[config.mk]
export PLATFORM = sky130hd
export DESIGN_NAME = instr_fetch
export DESIGN_NICKNAME = d
export VERILOG_FILES = /design/src/source/mips_pkg.sv /design/src/source/instr_fetch.sv
export SDC_FILE = /design/constraint.sdc
export NUM_CORES = 2
export LEC_CHECK = 0
export ABC_AREA = 1
export BUFFER_PORTS_ARGS = -buffer_cell sky130_fd_sc_hd__buf_2
export CAP_MARGIN = 25
export CORE_MARGIN = 2
export CORE_UTILIZATION = 50
export DETAILED_ROUTE_END_ITERATION = 10
export MAX_ROUTING_LAYER = met4
export PLACE_DENSITY_LB_ADDON = 0.08
export SLEW_MARGIN = 20
export SYNTH_ARGS = -nofsm -noshare
export SYNTH_HDL_FRONTEND = slang
export SYNTH_SLANG_ARGS = --single-unit
[constraint.sdc]
create_clock -name i_clk -period 4.8 [get_ports i_clk]
set_clock_uncertainty 0.15 [all_clocks]
set_input_delay 0.72 -clock i_clk [delete_from_list [all_inputs] [get_ports i_clk]]
set_output_delay 0.72 -clock i_clk [all_outputs]
set_load 0.01 [all_outputs]
[src/source/mips_pkg.sv]
`default_nettype none

package mips_pkg;

    localparam int NUM_REGS   = 32;
    localparam int IMEM_DEPTH = 64;   // Instruction memory words

    typedef logic [31:0] word_t;
    typedef logic [4:0]  reg_addr_t;
    typedef logic [5:0]  imem_addr_t;

    // Opcodes
    localparam logic [5:0] OP_RTYPE = 6'h00;
    localparam logic [5:0] OP_J     = 6'h02;
    localparam logic [5:0] OP_JAL   = 6'h03;
    localparam logic [5:0] OP_ADDIU = 6'h09;
    localparam logic [5:0] OP_SLTI  = 6'h0a;
    localparam logic [5:0] OP_ANDI  = 6'h0c;
    localparam logic [5:0] OP_ORI   = 6'h0d;
    localparam logic [5:0] OP_XORI  = 6'h0e;
    localparam logic [5:0] OP_LUI   = 6'h0f;
    localparam logic [5:0] OP_HALT  = 6'h3f;

    // R-type funct codes
    localparam logic [5:0] FN_SLL  = 6'h00;
    localparam logic [5:0] FN_SRL  = 6'h02;
    localparam logic [5:0] FN_SRA  = 6'h03;
    localparam logic [5:0] FN_ADDU = 6'h21;
    localparam logic [5:0] FN_SUBU = 6'h23;
    localparam logic [5:0] FN_AND  = 6'h24;
    localparam logic [5:0] FN_OR   = 6'h25;
    localparam logic [5:0] FN_XOR  = 6'h26;
    localparam logic [5:0] FN_NOR  = 6'h27;
    localparam logic [5:0] FN_SLT  = 6'h2a;

    typedef enum logic [3:0] {
        ALU_ADD, ALU_SUB, ALU_AND, ALU_OR, ALU_XOR, ALU_NOR,
        ALU_SLT, ALU_SLL, ALU_SRL, ALU_SRA, ALU_LUI, ALU_PASS_LINK
    } alu_op_t;

    typedef struct packed {
        logic    reg_dst;       // rd instead of rt
        logic    alu_src_imm;
        logic    zero_ext;
        logic    use_shamt;
        logic    jump;
        logic    link;          // Write PC+4 to r31
        alu_op_t alu_op;
    } ctrl_ex_t;

    typedef struct packed {
        logic reg_write;
        logic halt;
    } ctrl_wb_t;

    typedef struct packed {
        word_t pc;
        word_t instr;
    } if_id_t;

    typedef struct packed {
        word_t     pc;
        word_t     rs_data;
        word_t     rt_data;
        word_t     imm_ext;
        logic [4:0] shamt;
        reg_addr_t rt;
        reg_addr_t rd;
        ctrl_ex_t  ex;
        ctrl_wb_t  wb;
    } id_ex_t;

    typedef struct packed {
        word_t     result;
        reg_addr_t dest;
        ctrl_wb_t  wb;
    } ex_wb_t;

endpackage

`default_nettype wire
[src/source/instr_fetch.sv]
`timescale 1ns/10ps
`default_nettype none

module instr_fetch (
    input  wire                  i_clk,
    input  wire                  i_rst_n,
    input  wire                  i_imem_we,
    input  wire mips_pkg::imem_addr_t i_imem_addr,
    input  wire mips_pkg::word_t i_imem_data,
    input  wire                  i_run,
    input  wire                  i_jump,
    input  wire mips_pkg::word_t i_jump_target,
    input  wire                  i_decode_halt,
    input  wire                  i_wb_halt,
    output mips_pkg::if_id_t     o_fetch,
    output logic                 o_fetch_valid,
    output logic                 o_flush,
    output logic                 o_halted
);

    mips_pkg::word_t imem [mips_pkg::IMEM_DEPTH];
    mips_pkg::word_t pc;
    logic            stopped;   // HALT seen in decode

    // Nothing new is issued once HALT sits in decode
    assign o_fetch_valid = i_run && !o_halted && !stopped && !i_decode_halt;
    assign o_flush       = i_jump;   // Kills the word fetched behind the jump

    assign o_fetch.pc    = pc;
    assign o_fetch.instr = imem[pc[7:2]];

    always_ff @(posedge i_clk) begin
        if (i_imem_we) begin
            imem[i_imem_addr] <= i_imem_data;
        end
    end

    always_ff @(posedge i_clk) begin
        if (!i_rst_n) begin
            pc       <= '0;
            stopped  <= 1'b0;
            o_halted <= 1'b0;
        end else begin
            if (i_jump) begin
                pc <= i_jump_target;
            end else if (o_fetch_valid) begin
                pc <= pc + 32'd4;
            end
            if (i_decode_halt) stopped <= 1'b1;
            if (i_wb_halt) o_halted <= 1'b1;   // Sticky until reset
        end
    end

    a_pc_aligned: assert property (@(posedge i_clk) disable iff (!i_rst_n)
        ##1 pc[1:0] == 2'b00);

    a_no_load_while_run: assert property (@(posedge i_clk) disable iff (!i_rst_n)
        i_run |-> !i_imem_we);

endmodule

`default_nettype wire

* Yosys cells after proc, flatten, opt, wreduce, memory -nomap -nowiden *
Memories as Yosys holds them, arrays and structs flattened. A register that Yosys moved wholly into a read port is not among the register bits.
Index checks and enable logic that the tools add are counted.
Widths: inputs -> output; s select.

word-level totals
  register bits = 34
  bits in writable memories = 2048
  input bits = 77
  output and inout bits = 67
  logic and storage cells = 18
  memories = 1

memory list
  name  words  bits a word  read ports  clocked after Yosys merged registers in  wr ports  line               source
  imem  64     32           1           1                                        1         instr_fetch.sv:21  mips_pkg::word_t imem [mips_pkg::IMEM_DEPTH];

operators by class
  add/subtract/negate cells = 1
  multiplexer cells = 6
  reductions and logical operators = 7

operators by type and width
  operator               number
  $mux 32                2
  $add 32x3->32 const B  1
  $mux 6                 2
  $logic_and 1x1->1      3
  $logic_not 1->1        3
  $mux 1                 2
  $reduce_bool 2->1      1

* Logic depth before layout (Yosys ltp) *
  depth in word-level cells = 8
  mapped depth = 13
  mapped depth without buffers = 10

* Least setup slack after synthesis *
Ideal clock, no wire load.

  path type = input to register
  from = input port i_imem_we
  to = memory imem[48][0] in the netlist's numbering (enable)
  library setup time = 0.502 ns
  data arrival time = 4.348 ns
  required time = 4.148 ns
  setup slack = -0.200 ns
  cell stages on the path = 3
  path buffers = 1
  cells stage by stage = clkbuf_1 > nand4_1 > nor4_1

on the way
  word-level cells in the longest chain between the ends = 2

RTL lines
  what                          line               source
  start, declared               instr_fetch.sv:7   input wire i_imem_we,
  $mux 1                        instr_fetch.sv:33  if (i_imem_we) begin
  $mux 1 (implied by the code)  instr_fetch.sv:34  imem[i_imem_addr] <= i_imem_data;
  end, declared                 instr_fetch.sv:21

No other way between the ends.

==> flow_summary.toml <==
[setup_path]
path_cells = "buf_12 > nand3_1 > nand3_1 > nand3_1 > nand3_1 > nand2_1 > nand2_1 > nand2_1 > buf_2"
cp_slowest_cell = "dfxtp_4"
arrival_ps = 3940
end_kind = "primary output"
path_max_fanout = 116
path_common_cell = "nand3_1"
worst_ep_required_time_ps = 3930
worst_path_largest_cell_delay_ps = 640
start_kind = "flop"
timing_worst_setup_path_type = "flop to primary output"

[grt]
grt_pass1_wl_um = 370000
grt_use_total = 0.303
antenna_found_initial = 10
grt-ovfl-total = 0
first_global_vias = 53100
grt_max_degree = 153

[route]
vias_per_cell = 5.90
dr_wl_met2_um = 117000
drtIter0Drc = 6798
maxUsedRoutingLayer = "met4"
wl_per_cell_um = 26.5
routed_wl_um = 255000
wl_met1_um = 110000
dr.pass1.iters = 6
drc = 0
drtAntennaViolNets = 0
route.met3.wl_um = 20400
vias = 56800

[pwr]
power.density_nw_per_um2 = 411
vdd_drop_max_mv = 0.384
p_leak_nw = 33.6

[yosys]
synthSimpleGateAreaFrac = 0.227
yosysSeqAreaShare = 0.738
async_reset_ff_frac = 0
synth_fa_ha_area_frac = 0.000148
synth_edf_count = 2048
synth.area.mux_share = 0
synth_top_family_by_area = "simple AND/OR/NAND/NOR gates"
synthXorXnorAreaFrac = 0.000830
syn_area_um2 = 84400
syn_avg_cell_area_um2 = 11.8
synth_cell_types = 30
synth_top_cell_by_area = "edfxtp_1"
synthFlopType = "edfxtp_1"
ys_ff_latch = 2088
synth_top_area_share = 0.728
synth_area_leaders = "edfxtp_1, nand3_1, nand2_1"
synthCells = 7128
syn_nets = 7206
yosysMostFrequentCell = "nand2_1"
ys_warn_count = 0
synth_compound_area_frac = 0.00369
yosys-top-cells-count = "nand2_1, edfxtp_1, nand3_1, buf_2, nor2_1"

[die]
die_h_um = 415
die_w_um = 415
core_area_um2 = 167000
die_area_um2 = 172000
ios = 144
num_rows = 150
floorplan.initialDensity = 0.504

[clock_network]
cts_buffer_depth = 3
cts_sinks = 2088
root_buffer = "clkbuf_16"
clk_pin_slew_ps = 60
cts_made_buffers = 210
cts_max_level = 4
cts_tree = "done"
clkLatencyLatePin_ps = 850

[placement]
io_buffer_count = 143
hpwl_um = 131000
dpl_cell_area_um2 = 88200
globalplace.congestion = 0.859
post-place-ws_ps = 750

[finish]
drive_above_1_share = 0.0961
nFillCells = 13800
nets = 7336
fin_util = 0.567
area_delta_synth_final_pct = 12.5
fin_area_um2 = 95000

[outcome]
violations = "negative setup slack"
outcome = "finished, violations left"

[timing]
timing.final.crit_period_ps = 4810
hold_viol = 0
slew_headroom = 0.365
tns_ps = -9.12
setup_viol = 1
max_slew.worst_pin.slew_ps = 952
fmax_mhz = 208
setup_slack_ps = -9.12
grt_setup_unrepaired = "no"
timing.final.crit_share = 1.00
slew_violations = 0

[job]
cap_violations = 0

[worst_hold_path]
hold_path.class = "primary input to flop"
[repair_timing]
item | CTS | global route
hold buffers | 15 | 0
endpoints found under the setup margin | 1 | 1
setup buffers | 5 | 0
endpoints found under the hold margin | 17 | 0
gates cloned | 3 | 0
resized for setup | 3 | 4
[area by class of cell]
cell class              count  area, µm²  share of cell area
flip-flops and latches   2088      62300               0.656
multi-input cells        4515      20100               0.211
clock buffers             269       5540              0.0583
repair buffers            377       3100              0.0326
well taps                2204       2760              0.0290
clock inverters           113        882             0.00929
inverters                  64        294             0.00310
repair inverters            2       17.5            0.000184
diodes                      7       17.5            0.000184
[cell usage in the layout (no fill, tap or decap), drive strengths merged, types with 2 or more instances in the layout]
cell	netlist	layout
nor4	8	8
nand2	2397	2397
buf	367	361
dlygate4sd3	0	15
clkbuf	94	269
bufinv	0	12
nor2	106	106
edfxtp	2048	2048
diode	0	7
clkinvlp	0	4
nand4	11	11
xor2	7	7
dfxtp	40	40
nor3b	2	2
a21oi	20	20
clkinv	0	87
o21bai	2	2
nor3	2	2
a22o	4	4
o21ai	18	18
inv	64	76
nand3	1923	1923
a31oi	9	9
[cells by family (layout without fill, tap and decap cells)]
kind of cell	count (synthesis)	after routing
buffers and inverters	525	825
AOI/OAI and AO/OA	55	55
other	0	7
and+or+nand+nor	4451	4451
xor gates and xnor gates	8	8
DFF	2088	2088
adders and majority gates	1	1
[state kept, by name, summed over array words and instances, names as in the netlist, named ones only]
register,count
imem,2048
pc,32
stopped,1
o_halted,1
[metrics by stage]
step                hold WS, ps  cells  total power, mW
floorplan                   275   7128             22.3
global placement            287   9227             23.7
detailed placement          320   9227             23.7
CTS                        1.16   9632             39.2
global route               36.3   9636             40.2
finish                     39.7   9639             39.0
[power breakdown]
group	internal [mW]	switching (mW)	total, mW
logic	0.813	2.38	3.19
clock network	8.75	6.87	15.6
registers	20.2	0.0657	20.2
[worst max-delay path, delay by kind of cell (launching register included)]
kind                   cells  cell delay, ps
and+or+nand+nor            7            1490
buffers and inverters      2             760
DFF                        1             640
[per-layer routing]
metal / track usage / up-vias
met5: - / -
met4: 0.100 / 0
met3: 0.0411 / 379
met2: 0.452 / 2494
met1: 0.432 / 28400
li1: - / 25500
[final timing paths]
check | startpoint | end | slack (ps) | cells after the start
min reg2reg | stopped | stopped | 330 | 2
max | flop | o_fetch[26] | -9 | 9
min | i_jump_target[3] | flop | 40 | 3
max reg2reg | o_halted | flop | 2220 | 6
(Power assumes the default switching activity.)
