**config.mk**
```make
export PLATFORM = sky130hd
export DESIGN_NAME = seg_instruction_decode
export DESIGN_NICKNAME = d
export VERILOG_FILES = /design/src/source/mips_pkg.sv /design/src/source/regfile_if.sv /design/src/source/seg_instruction_decode.sv /design/src/source/registers.sv /design/src/source/control.sv
export SDC_FILE = /design/constraint.sdc
export NUM_CORES = 2
export LEC_CHECK = 0
export ABC_CLOCK_PERIOD_IN_PS = 15000
export BUFFER_PORTS_ARGS = -buffer_cell sky130_fd_sc_hd__buf_2
export CORE_MARGIN = 5
export CORE_UTILIZATION = 30
export DETAILED_ROUTE_END_ITERATION = 7
export PLACE_DENSITY = 0.44
export REMOVE_ABC_BUFFERS = 1
export SYNTH_ARGS = -nofsm -noshare
export SYNTH_HDL_FRONTEND = slang
export SYNTH_SLANG_ARGS = --single-unit
```
**constraint.sdc**
```tcl
create_clock -name i_clk -period 15 [get_ports i_clk]
set_clock_uncertainty 0.05 [all_clocks]
set_input_delay 4.5 -clock i_clk [delete_from_list [all_inputs] [get_ports i_clk]]
set_output_delay 4.5 -clock i_clk [all_outputs]
set_load 0.05 [all_outputs]
```
**src/source/mips_pkg.sv**
```systemverilog
`default_nettype none

package mips_pkg;

    localparam int NUM_REGS   = 32;
    localparam int IMEM_DEPTH = 64;   // Instruction memory words

    typedef logic [31:0] word_t;
    typedef logic [4:0]  reg_addr_t;
    typedef logic [5:0]  imem_addr_t;

    // Opcodes
    localparam logic [5:0] OP_RTYPE = 6'h00;
    localparam logic [5:0] OP_J     = 6'h02;
    localparam logic [5:0] OP_JAL   = 6'h03;
    localparam logic [5:0] OP_ADDIU = 6'h09;
    localparam logic [5:0] OP_SLTI  = 6'h0a;
    localparam logic [5:0] OP_ANDI  = 6'h0c;
    localparam logic [5:0] OP_ORI   = 6'h0d;
    localparam logic [5:0] OP_XORI  = 6'h0e;
    localparam logic [5:0] OP_LUI   = 6'h0f;
    localparam logic [5:0] OP_HALT  = 6'h3f;

    // R-type funct codes
    localparam logic [5:0] FN_SLL  = 6'h00;
    localparam logic [5:0] FN_SRL  = 6'h02;
    localparam logic [5:0] FN_SRA  = 6'h03;
    localparam logic [5:0] FN_ADDU = 6'h21;
    localparam logic [5:0] FN_SUBU = 6'h23;
    localparam logic [5:0] FN_AND  = 6'h24;
    localparam logic [5:0] FN_OR   = 6'h25;
    localparam logic [5:0] FN_XOR  = 6'h26;
    localparam logic [5:0] FN_NOR  = 6'h27;
    localparam logic [5:0] FN_SLT  = 6'h2a;

    typedef enum logic [3:0] {
        ALU_ADD, ALU_SUB, ALU_AND, ALU_OR, ALU_XOR, ALU_NOR,
        ALU_SLT, ALU_SLL, ALU_SRL, ALU_SRA, ALU_LUI, ALU_PASS_LINK
    } alu_op_t;

    typedef struct packed {
        logic    reg_dst;       // rd instead of rt
        logic    alu_src_imm;
        logic    zero_ext;
        logic    use_shamt;
        logic    jump;
        logic    link;          // Write PC+4 to r31
        alu_op_t alu_op;
    } ctrl_ex_t;

    typedef struct packed {
        logic reg_write;
        logic halt;
    } ctrl_wb_t;

    typedef struct packed {
        word_t pc;
        word_t instr;
    } if_id_t;

    typedef struct packed {
        word_t     pc;
        word_t     rs_data;
        word_t     rt_data;
        word_t     imm_ext;
        logic [4:0] shamt;
        reg_addr_t rt;
        reg_addr_t rd;
        ctrl_ex_t  ex;
        ctrl_wb_t  wb;
    } id_ex_t;

    typedef struct packed {
        word_t     result;
        reg_addr_t dest;
        ctrl_wb_t  wb;
    } ex_wb_t;

endpackage

`default_nettype wire
```
**src/source/regfile_if.sv**
```systemverilog
`timescale 1ns/10ps
`default_nettype none

// Two combinational read ports of the register file
interface regfile_if;

    mips_pkg::reg_addr_t rs_addr;
    mips_pkg::reg_addr_t rt_addr;
    mips_pkg::word_t     rs_data;
    mips_pkg::word_t     rt_data;

    modport decode (
        output rs_addr, rt_addr,
        input  rs_data, rt_data
    );

    modport regfile (
        input  rs_addr, rt_addr,
        output rs_data, rt_data
    );

endinterface

`default_nettype wire

```
**src/source/seg_instruction_decode.sv**
```systemverilog
`timescale 1ns/10ps
`default_nettype none

module seg_instruction_decode (
    input  wire                       i_clk,
    input  wire                       i_rst_n,
    input  wire                       i_valid,
    input  wire mips_pkg::if_id_t     i_fetch,
    input  wire                       i_wb_we,
    input  wire mips_pkg::reg_addr_t  i_wb_dest,
    input  wire mips_pkg::word_t      i_wb_data,
    input  wire mips_pkg::reg_addr_t  i_dbg_addr,
    output mips_pkg::word_t           o_dbg_data,
    output mips_pkg::id_ex_t          o_decoded,
    output logic                      o_jump,
    output mips_pkg::word_t           o_jump_target,
    output logic                      o_halt
);

    logic [5:0]          opcode;
    logic [5:0]          funct;
    mips_pkg::reg_addr_t rs;
    logic [15:0]         imm;
    mips_pkg::ctrl_ex_t  ctrl_ex;
    mips_pkg::ctrl_wb_t  ctrl_wb;

    regfile_if rf_bus ();

    // Instruction fields
    assign opcode = i_fetch.instr[31:26];
    assign rs     = i_fetch.instr[25:21];
    assign funct  = i_fetch.instr[5:0];
    assign imm    = i_fetch.instr[15:0];

    assign rf_bus.rs_addr = rs;
    assign rf_bus.rt_addr = i_fetch.instr[20:16];

    assign o_decoded.pc      = i_fetch.pc;
    assign o_decoded.rs_data = rf_bus.rs_data;
    assign o_decoded.rt_data = rf_bus.rt_data;
    assign o_decoded.imm_ext = ctrl_ex.zero_ext ? {16'h0000, imm} : {{16{imm[15]}}, imm};
    assign o_decoded.shamt   = i_fetch.instr[10:6];
    assign o_decoded.rt      = i_fetch.instr[20:16];
    assign o_decoded.rd      = i_fetch.instr[15:11];
    assign o_decoded.ex      = ctrl_ex;
    assign o_decoded.wb      = ctrl_wb;

    // Jumps resolve here, no delay slot
    assign o_jump        = i_valid && ctrl_ex.jump;
    assign o_jump_target = {i_fetch.pc[31:28], i_fetch.instr[25:0], 2'b00};
    assign o_halt        = i_valid && ctrl_wb.halt;

    control u_control (
        .i_opcode  (opcode),
        .i_funct   (funct),
        .o_ctrl_ex (ctrl_ex),
        .o_ctrl_wb (ctrl_wb)
    );

    registers u_registers (
        .i_clk      (i_clk),
        .i_rst_n    (i_rst_n),
        .i_we       (i_wb_we),
        .i_dest     (i_wb_dest),
        .i_data     (i_wb_data),
        .rd         (rf_bus.regfile),
        .i_dbg_addr (i_dbg_addr),
        .o_dbg_data (o_dbg_data)
    );

endmodule

`default_nettype wire

```
**src/source/registers.sv**
```systemverilog
`timescale 1ns/10ps
`default_nettype none

module registers (
    input  wire                      i_clk,
    input  wire                      i_rst_n,
    input  wire                      i_we,
    input  wire mips_pkg::reg_addr_t i_dest,
    input  wire mips_pkg::word_t     i_data,
    regfile_if.regfile               rd,
    input  wire mips_pkg::reg_addr_t i_dbg_addr,
    output mips_pkg::word_t          o_dbg_data
);

    mips_pkg::word_t regs [mips_pkg::NUM_REGS];
    logic            wr_live;   // Write that actually lands

    assign wr_live = i_we && (i_dest != '0);

    // Same-cycle write passes through to the reads
    assign rd.rs_data = (wr_live && i_dest == rd.rs_addr) ? i_data : regs[rd.rs_addr];
    assign rd.rt_data = (wr_live && i_dest == rd.rt_addr) ? i_data : regs[rd.rt_addr];
    assign o_dbg_data = regs[i_dbg_addr];

    always_ff @(posedge i_clk) begin
        if (!i_rst_n) begin
            for (int i = 0; i < mips_pkg::NUM_REGS; i++) begin
                regs[i] <= '0;
            end
        end else if (wr_live) begin
            regs[i_dest] <= i_data;
        end
    end

    // Holds across any sequence of writes aimed at r0
    a_r0_zero_rs: assert property (@(posedge i_clk) disable iff (!i_rst_n)
        (rd.rs_addr == '0) |-> (rd.rs_data == '0));

    a_r0_zero_rt: assert property (@(posedge i_clk) disable iff (!i_rst_n)
        (rd.rt_addr == '0) |-> (rd.rt_data == '0));

endmodule

`default_nettype wire

```
**src/source/control.sv**
```systemverilog
`timescale 1ns/10ps
`default_nettype none

module control (
    input  wire [5:0]          i_opcode,
    input  wire [5:0]          i_funct,
    output mips_pkg::ctrl_ex_t o_ctrl_ex,
    output mips_pkg::ctrl_wb_t o_ctrl_wb
);

    always_comb begin
        // Default is a no-op that writes nothing
        o_ctrl_ex        = '0;
        o_ctrl_ex.alu_op = mips_pkg::ALU_ADD;
        o_ctrl_wb        = '0;

        case (i_opcode)
            mips_pkg::OP_RTYPE: begin
                o_ctrl_ex.reg_dst   = 1'b1;
                o_ctrl_wb.reg_write = 1'b1;
                case (i_funct)
                    mips_pkg::FN_ADDU: o_ctrl_ex.alu_op = mips_pkg::ALU_ADD;
                    mips_pkg::FN_SUBU: o_ctrl_ex.alu_op = mips_pkg::ALU_SUB;
                    mips_pkg::FN_AND:  o_ctrl_ex.alu_op = mips_pkg::ALU_AND;
                    mips_pkg::FN_OR:   o_ctrl_ex.alu_op = mips_pkg::ALU_OR;
                    mips_pkg::FN_XOR:  o_ctrl_ex.alu_op = mips_pkg::ALU_XOR;
                    mips_pkg::FN_NOR:  o_ctrl_ex.alu_op = mips_pkg::ALU_NOR;
                    mips_pkg::FN_SLT:  o_ctrl_ex.alu_op = mips_pkg::ALU_SLT;
                    mips_pkg::FN_SLL: begin
                        o_ctrl_ex.alu_op    = mips_pkg::ALU_SLL;
                        o_ctrl_ex.use_shamt = 1'b1;
                    end
                    mips_pkg::FN_SRL: begin
                        o_ctrl_ex.alu_op    = mips_pkg::ALU_SRL;
                        o_ctrl_ex.use_shamt = 1'b1;
                    end
                    mips_pkg::FN_SRA: begin
                        o_ctrl_ex.alu_op    = mips_pkg::ALU_SRA;
                        o_ctrl_ex.use_shamt = 1'b1;
                    end
                    default: o_ctrl_wb.reg_write = 1'b0;   // Unknown funct
                endcase
            end
            mips_pkg::OP_ADDIU, mips_pkg::OP_SLTI: begin
                o_ctrl_ex.alu_src_imm = 1'b1;
                o_ctrl_ex.alu_op      = (i_opcode == mips_pkg::OP_SLTI) ?
                                        mips_pkg::ALU_SLT : mips_pkg::ALU_ADD;
                o_ctrl_wb.reg_write   = 1'b1;
            end
            mips_pkg::OP_ANDI, mips_pkg::OP_ORI, mips_pkg::OP_XORI: begin
                o_ctrl_ex.alu_src_imm = 1'b1;
                o_ctrl_ex.zero_ext    = 1'b1;   // Logical ops zero-extend
                o_ctrl_wb.reg_write   = 1'b1;
                if (i_opcode == mips_pkg::OP_ANDI)     o_ctrl_ex.alu_op = mips_pkg::ALU_AND;
                else if (i_opcode == mips_pkg::OP_ORI) o_ctrl_ex.alu_op = mips_pkg::ALU_OR;
                else                                   o_ctrl_ex.alu_op = mips_pkg::ALU_XOR;
            end
            mips_pkg::OP_LUI: begin
                o_ctrl_ex.alu_src_imm = 1'b1;
                o_ctrl_ex.alu_op      = mips_pkg::ALU_LUI;
                o_ctrl_wb.reg_write   = 1'b1;
            end
            mips_pkg::OP_J: o_ctrl_ex.jump = 1'b1;
            mips_pkg::OP_JAL: begin
                o_ctrl_ex.jump      = 1'b1;
                o_ctrl_ex.link      = 1'b1;   // Destination forced to r31
                o_ctrl_ex.alu_op    = mips_pkg::ALU_PASS_LINK;
                o_ctrl_wb.reg_write = 1'b1;
            end
            mips_pkg::OP_HALT: o_ctrl_wb.halt = 1'b1;
            default: ;
        endcase
    end

endmodule

`default_nettype wire

```
**After elaboration in Yosys (flattened, before gate mapping)**

Memory sizes are Yosys's and may differ from the RTL's.
Cells that the tools add are included.

- Logic and storage cells: 62
- Memory bits (writable): 1024
- Output and inout bits: 221
- Input port bits: 110
- Memories: 1
- Register bits: 0

Memories:

| memory | depth | width | read ports | clocked after Yosys merged registers in | wr ports | line | RTL |
|---|---|---|---|---|---|---|---|
| u_registers.regs | 32 | 32 | 3 | 0 | 32 | registers.sv:15 | `mips_pkg::word_t regs [mips_pkg::NUM_REGS];` |

- Reduce and logical (&&, ||, !) cells: 16
- Muxes and demuxes: 25
- Equal/unequal tests: 20

Operator list:

| cell | number |
|---|---|
| $mux W32 | 4 |
| $eq A6 B6 Y1 const B | 8 |
| $eq A6 B4 Y1 const B | 6 |
| $pmux W4 S9 | 1 |
| $reduce_or A32 Y1 | 1 |
| $eq A6 B2 Y1 const B | 4 |
| $pmux W4 S5 | 1 |
| $mux W1 | 14 |
| $logic_not A6 Y1 | 2 |
| $eq A5 B5 Y1 | 2 |
| $reduce_or A10 Y1 | 1 |
| $mux W3 | 3 |
| $reduce_or A7 Y1 | 1 |
| $reduce_or A3 Y1 | 2 |
| $reduce_or A6 Y1 | 1 |
| $logic_and A1 B1 Y1 | 5 |
| $mux W5 | 1 |
| $reduce_bool A5 Y1 | 1 |
| $reduce_or A2 Y1 | 2 |
| $pmux W1 S2 | 1 |

**Depth between registers and ports, before layout**

- Word-level depth: 7
- Mapped depth: 8
- Mapped depth without buffers: 5

**Hierarchy**

From an unflattened synthesis, not the netlist that was laid out.

- Cells, all modules: 4089
- Area, all modules: 62627.6 um2

By module, submodules not included:

| module | seq. area each (um2) | instances | area each (um2) | cells an instance |
|---|---|---|---|---|
| registers | 30749.5 | 1 | 61447.7 | 3916 |
| seg_instruction_decode | 0.0 | 1 | 855.8 | 114 |
| control | 0.0 | 1 | 324.1 | 59 |

**Worst setup path after synthesis**

No wires, ideal clock.

- Path kind: input to output
- Start: in i_fetch[21] in the netlist's numbering
- End: out o_decoded[106] in the netlist's numbering
- Path slack: 3.468 ns
- Stages: 7
- Path buffers: 3
- Arrival: 6.982 ns
- Required time: 10.450 ns
- Path through: buf_2 -> buf_4 -> buf_4 -> mux4_2 -> o22ai_1 -> or4_1 -> o21ai_0

RTL lines:

| item | line | RTL |
|---|---|---|
| from (decl) | seg_instruction_decode.sv:8 | `input wire mips_pkg::if_id_t i_fetch,` |
| to (decl) | seg_instruction_decode.sv:14 | `output mips_pkg::id_ex_t o_decoded,` |

==> summary.md <==
| Metric | Value |
|---|---|
| Peak fanout along the critical path | 20 |
| Final critical path time including I/O delays and setup | 12.51 ns |
| H-tree level count | 4 |
| RSZ-0062 raised after global routing | no |
| IO Count | around 330 |
| Net load switching power | 2330 uW |
| Worst path setup slack after routing | between 2 and 2.5 ns |
| Largest net degree at the start of global routing | 91 |
| Unique masters post-synth | 45 |
| Power density of the placed cells | 113 mW/mm^2 |
| Number of design rule violations left after detail routing | 0 |
| Number of synthesized register bits | just over 1000 |
| Type of origin of the critical path | primary input |
| # placed instances | 6695 |
| Die footprint | 0.218 mm^2 |
| Vias in the first global route | around 42000 |
| Top-area cell type share of the netlist area | 49.1% |
| Largest cells by area after synthesis | sky130_fd_sc_hd__edfxtp_1 49%, sky130_fd_sc_hd__mux4_2 30%, sky130_fd_sc_hd__and2_1 9.6%, sky130_fd_sc_hd__o22ai_1 2.5%, sky130_fd_sc_hd__buf_4 1.9% |
| CP Cell Sequence | buf_2 -> or3_2 -> buf_4 -> o22ai_1 -> or4_1 -> o21ai_0 -> buf_2 |
| Clock Tree Buf Depth | 3 |
| Area taken by flip-flops and latches | 0.0307 mm^2 |
| Register area share after synthesis | 49.1% |
| Overall via count from detail_route | 41714 |
| Highest achievable clock rate | 79.9 MHz |
| Type of the worst min-delay path | in -> reg |
| Rel. slew slack | between 10% and 20% |
| Number of hold-repair buffers added at the cts stage | 0 |
| Number of flops mapped to enable cells by yosys | 1024 |
| Final core area utilization | 34.0% |
| Post-synth top flop | sky130_fd_sc_hd__edfxtp_1 |
| Width of the die | 467 um |
| Number of hold-slack violations in the final timing report | 0 |
| Global router's overall resource usage | 24.9% |
| Remaining antenna violation count after routing | 0 |
| Class of the most critical setup path | in -> out |
| Switching share of total power | 29.3% |
| Internal power consumption | 5620 uW |
| Global route overflow | 0 |
| Final Setup Violations | 0 |
| Syn_area_per_cell | 15.3 um^2 |
| Flip-flop count of the largest register after layout | 1024 |
| Number of CTS-inserted buffers | 133 |
| Post-route clock period utilization | 83.4% |
| First-pass GRT wire length | 370000 um |
| Slew at the pin closest to its max-slew limit | about 1.3 ns |
| Number of cells upsized or downsized after cts | 0 |
| Status | finished clean |
| Core Box Area | 0.207 mm^2 |
| Gp weighted congestion | approximately 0.80 |
| Total wire length | 277000 um |
| Non-filler cells, final | 6951 |
| Placement-stage worst setup slack | ~2.5 ns |
| Count of max-cap constraint violations | 0 |
| Starting DRT DRC Count | 5605 |
| Proportion of layout cells with a drive suffix above 1 | roughly 35% |
| Master of the slowest instance on the critical path | sky130_fd_sc_hd__or3_2 |
| Delay of the slowest critical-path stage | 0.87 ns |
| Count of input and output buffers | 224 |
| CTS root buf | sky130_fd_sc_hd__clkbuf_16 |
| Clock tree from TritonCTS | built |
| Cell occurring most often along the worst timing path | sky130_fd_sc_hd__buf_2 |
| Tightest hold margin | approximately 4.3 ns |
| CP endpoint kind | output port |
| Number of nets at the end of the flow | 4152 |
| Area Growth Syn to Fin | 12.6% |
| Leakage power total | 0.0232 uW |
| Yosys top cell by area | sky130_fd_sc_hd__edfxtp_1 |
| Number of max-slew violations in the final report | 0 |
| Clock tree sinks | 1024 |
| Count of warnings emitted by yosys | 0 |
| Async S/R FF share, synth | 0% |
| Number of rows created at floorplan | 167 |
| Required time of the critical path | 10.45 ns |
| Total setup buffers inserted after CTS | 0 |
| Maximum VDD drop | between 0.0001 and 0.00015 V |
| Area of the multi-input gates | 0.0297 mm^2 |
| Clock transition time at the flip-flop clock pins of the worst setup and hold paths | 0.05 ns |
| Synthesized instance count | 4105 |
| Critical path arrival | 7.96 ns |
| Vertical die dimension | 467 um |
| Initial antenna violation count | 42 |
| Power share of the clock group | between 30% and 40% |
| Largest registers | u_registers.regs x1024 |
| Wire length per cell after detailed routing | 39.8 um |
| Sequential group share of total power | 43.1% |
| Total half-perimeter wirelength after legalization and detailed placement | 158000 um |
| Combinational share of power | 17.2% |
| Register containing the most flip-flops in the final layout | u_registers.regs |
| Starting utilization of the core area | 30.2% |
| Summed negative setup slack over all endpoints | 0 ns |
| DR vias/cell | 6.00 |
| Mapped cell area | between 0.06 and 0.07 mm^2 |
| Number of fill cells in the layout | a little under 20000 |
| Number of detailed-routing iterations run before antenna repair | 6 |
[logic make-up (layout without fill, tap and decap cells)]
family                    after synthesis  in the layout  share of synthesized area, %
DFF                                  1024           1024                          49.1
and+or+nand+nor                      1250           1250                          12.1
other                                   1             56                       0.00599
buffers and inverters                 584            587                          4.66
xor gates and xnor gates               11             11                         0.154
muxes                                 867            867                          30.5
AOI/OAI and AO/OA                     368            368                          3.51
[cell usage in the layout (no fill, tap or decap), types with 3 or more instances in the layout]
cell                        synthesis  routed
sky130_fd_sc_hd__buf_8              0       6
sky130_fd_sc_hd__nand2_1           85      81
sky130_fd_sc_hd__bufinv_16          0       8
sky130_fd_sc_hd__o21ai_4            0      30
sky130_fd_sc_hd__inv_1              4       3
sky130_fd_sc_hd__edfxtp_1        1024    1024
sky130_fd_sc_hd__xor2_1             5       5
sky130_fd_sc_hd__nor2_4             0      30
sky130_fd_sc_hd__nor2b_1            9       9
sky130_fd_sc_hd__buf_12             0      16
sky130_fd_sc_hd__nand3_1           16      13
sky130_fd_sc_hd__diode_2            0      22
sky130_fd_sc_hd__or4_1             63      63
sky130_fd_sc_hd__clkinv_2           0      18
sky130_fd_sc_hd__buf_4            159     110
sky130_fd_sc_hd__or3_1              5       3
sky130_fd_sc_hd__clkinv_8           0       7
sky130_fd_sc_hd__o21ai_0          100      70
sky130_fd_sc_hd__inv_16             0       4
sky130_fd_sc_hd__and3_1            34      33
sky130_fd_sc_hd__mux4_2           830     830
sky130_fd_sc_hd__inv_6              0       3
sky130_fd_sc_hd__clkinv_1           0      25
sky130_fd_sc_hd__clkbuf_1         316      31
sky130_fd_sc_hd__and2_1           962     962
sky130_fd_sc_hd__clkbuf_16          0     134
sky130_fd_sc_hd__nor2_1            45      15
sky130_fd_sc_hd__xnor2_1            6       6
sky130_fd_sc_hd__o22ai_1          252     252
sky130_fd_sc_hd__nor4_1             4       3
sky130_fd_sc_hd__nand2_2            0       4
sky130_fd_sc_hd__mux2_2            32      32
sky130_fd_sc_hd__buf_2             85     215
sky130_fd_sc_hd__a21oi_1            3       3
sky130_fd_sc_hd__mux2i_1            5       5
sky130_fd_sc_hd__nor3_1            10      10
sky130_fd_sc_hd__conb_1             1      34
sky130_fd_sc_hd__nand3b_1           7       7
[worst max-delay path: cells and delay by family]
kind	cells	cell delay, ns
simple gates	2	1.43
buf+inv	3	1.26
compound gates	2	0.71
[cells in the mapped netlist, types with 2 or more instances]
cell type,n
sky130_fd_sc_hd__nand2_1,85
sky130_fd_sc_hd__buf_4,159
sky130_fd_sc_hd__o21ai_0,100
sky130_fd_sc_hd__or4_1,63
sky130_fd_sc_hd__and3_1,34
sky130_fd_sc_hd__nor4_1,4
sky130_fd_sc_hd__inv_1,4
sky130_fd_sc_hd__clkbuf_1,316
sky130_fd_sc_hd__nand2b_1,3
sky130_fd_sc_hd__buf_2,85
sky130_fd_sc_hd__buf_1,17
sky130_fd_sc_hd__xnor2_1,6
sky130_fd_sc_hd__or3b_2,2
sky130_fd_sc_hd__nand3b_1,7
sky130_fd_sc_hd__or3_1,5
sky130_fd_sc_hd__edfxtp_1,1024
sky130_fd_sc_hd__a21oi_1,3
sky130_fd_sc_hd__a31oi_1,2
sky130_fd_sc_hd__and2_1,962
sky130_fd_sc_hd__nand3_1,16
sky130_fd_sc_hd__nor2b_1,9
sky130_fd_sc_hd__a21o_1,2
sky130_fd_sc_hd__mux4_2,830
sky130_fd_sc_hd__o22ai_1,252
sky130_fd_sc_hd__xor2_1,5
sky130_fd_sc_hd__mux2i_1,5
sky130_fd_sc_hd__nor2_1,45
sky130_fd_sc_hd__nor3_1,10
sky130_fd_sc_hd__mux2_2,32
sky130_fd_sc_hd__buf_6,3
[per-stage QoR]
step	cell area [um^2]	power [uW]
2_1_floorplan	59900	4200
3_3_place_gp	66300	4840
3_5_place_dp	66300	4850
4_1_cts	70500	8010
5_1_grt	70500	8160
6_report	70500	7950
[worst paths after layout]
| kind | end | depth (start not counted) | slack, ns | startpoint |
|---|---|---|---|---|
| worst max-delay path | o_decoded[99] | 7 | 2.49 | i_fetch[25] |
| worst min-delay path | u_registers.regs[8][29] | 2 | 4.30 | i_wb_data[29] |
[power groups by stage]
stage	sequential, uW	combinational [uW]	clock [uW]
after global routing	3440	1410	3310
after detailed placement	3480	1370	0
after global placement	3470	1380	0
final	3420	1370	3160
after floorplan	3440	760	0
after CTS	3420	1380	3210
[cell type report]
cell class / count / share of cell area, %
Sequential cell: 1024 / 43.6
Multi-Input combinational cell: 2530 / 42.2
Tap cell: 2788 / 4.95
Clock buffer: 165 / 4.92
Timing Repair Buffer: 349 / 3.31
Clock inverter: 69 / 0.969
Antenna cell: 22 / 0.0781
Inverter: 4 / 0.0231
[per-layer routing]
layer | track usage [%] | wire, um | vias up
met4 | 8.85 | 10100 | 2
li1 | - | - | 16207
met5 | 0.0878 | 7 | -
met3 | 4.74 | 23600 | 445
met2 | 40.5 | 132000 | 2447
met1 | 33.2 | 111000 | 22613
Note: power is estimated with default switching activity, not from simulation.
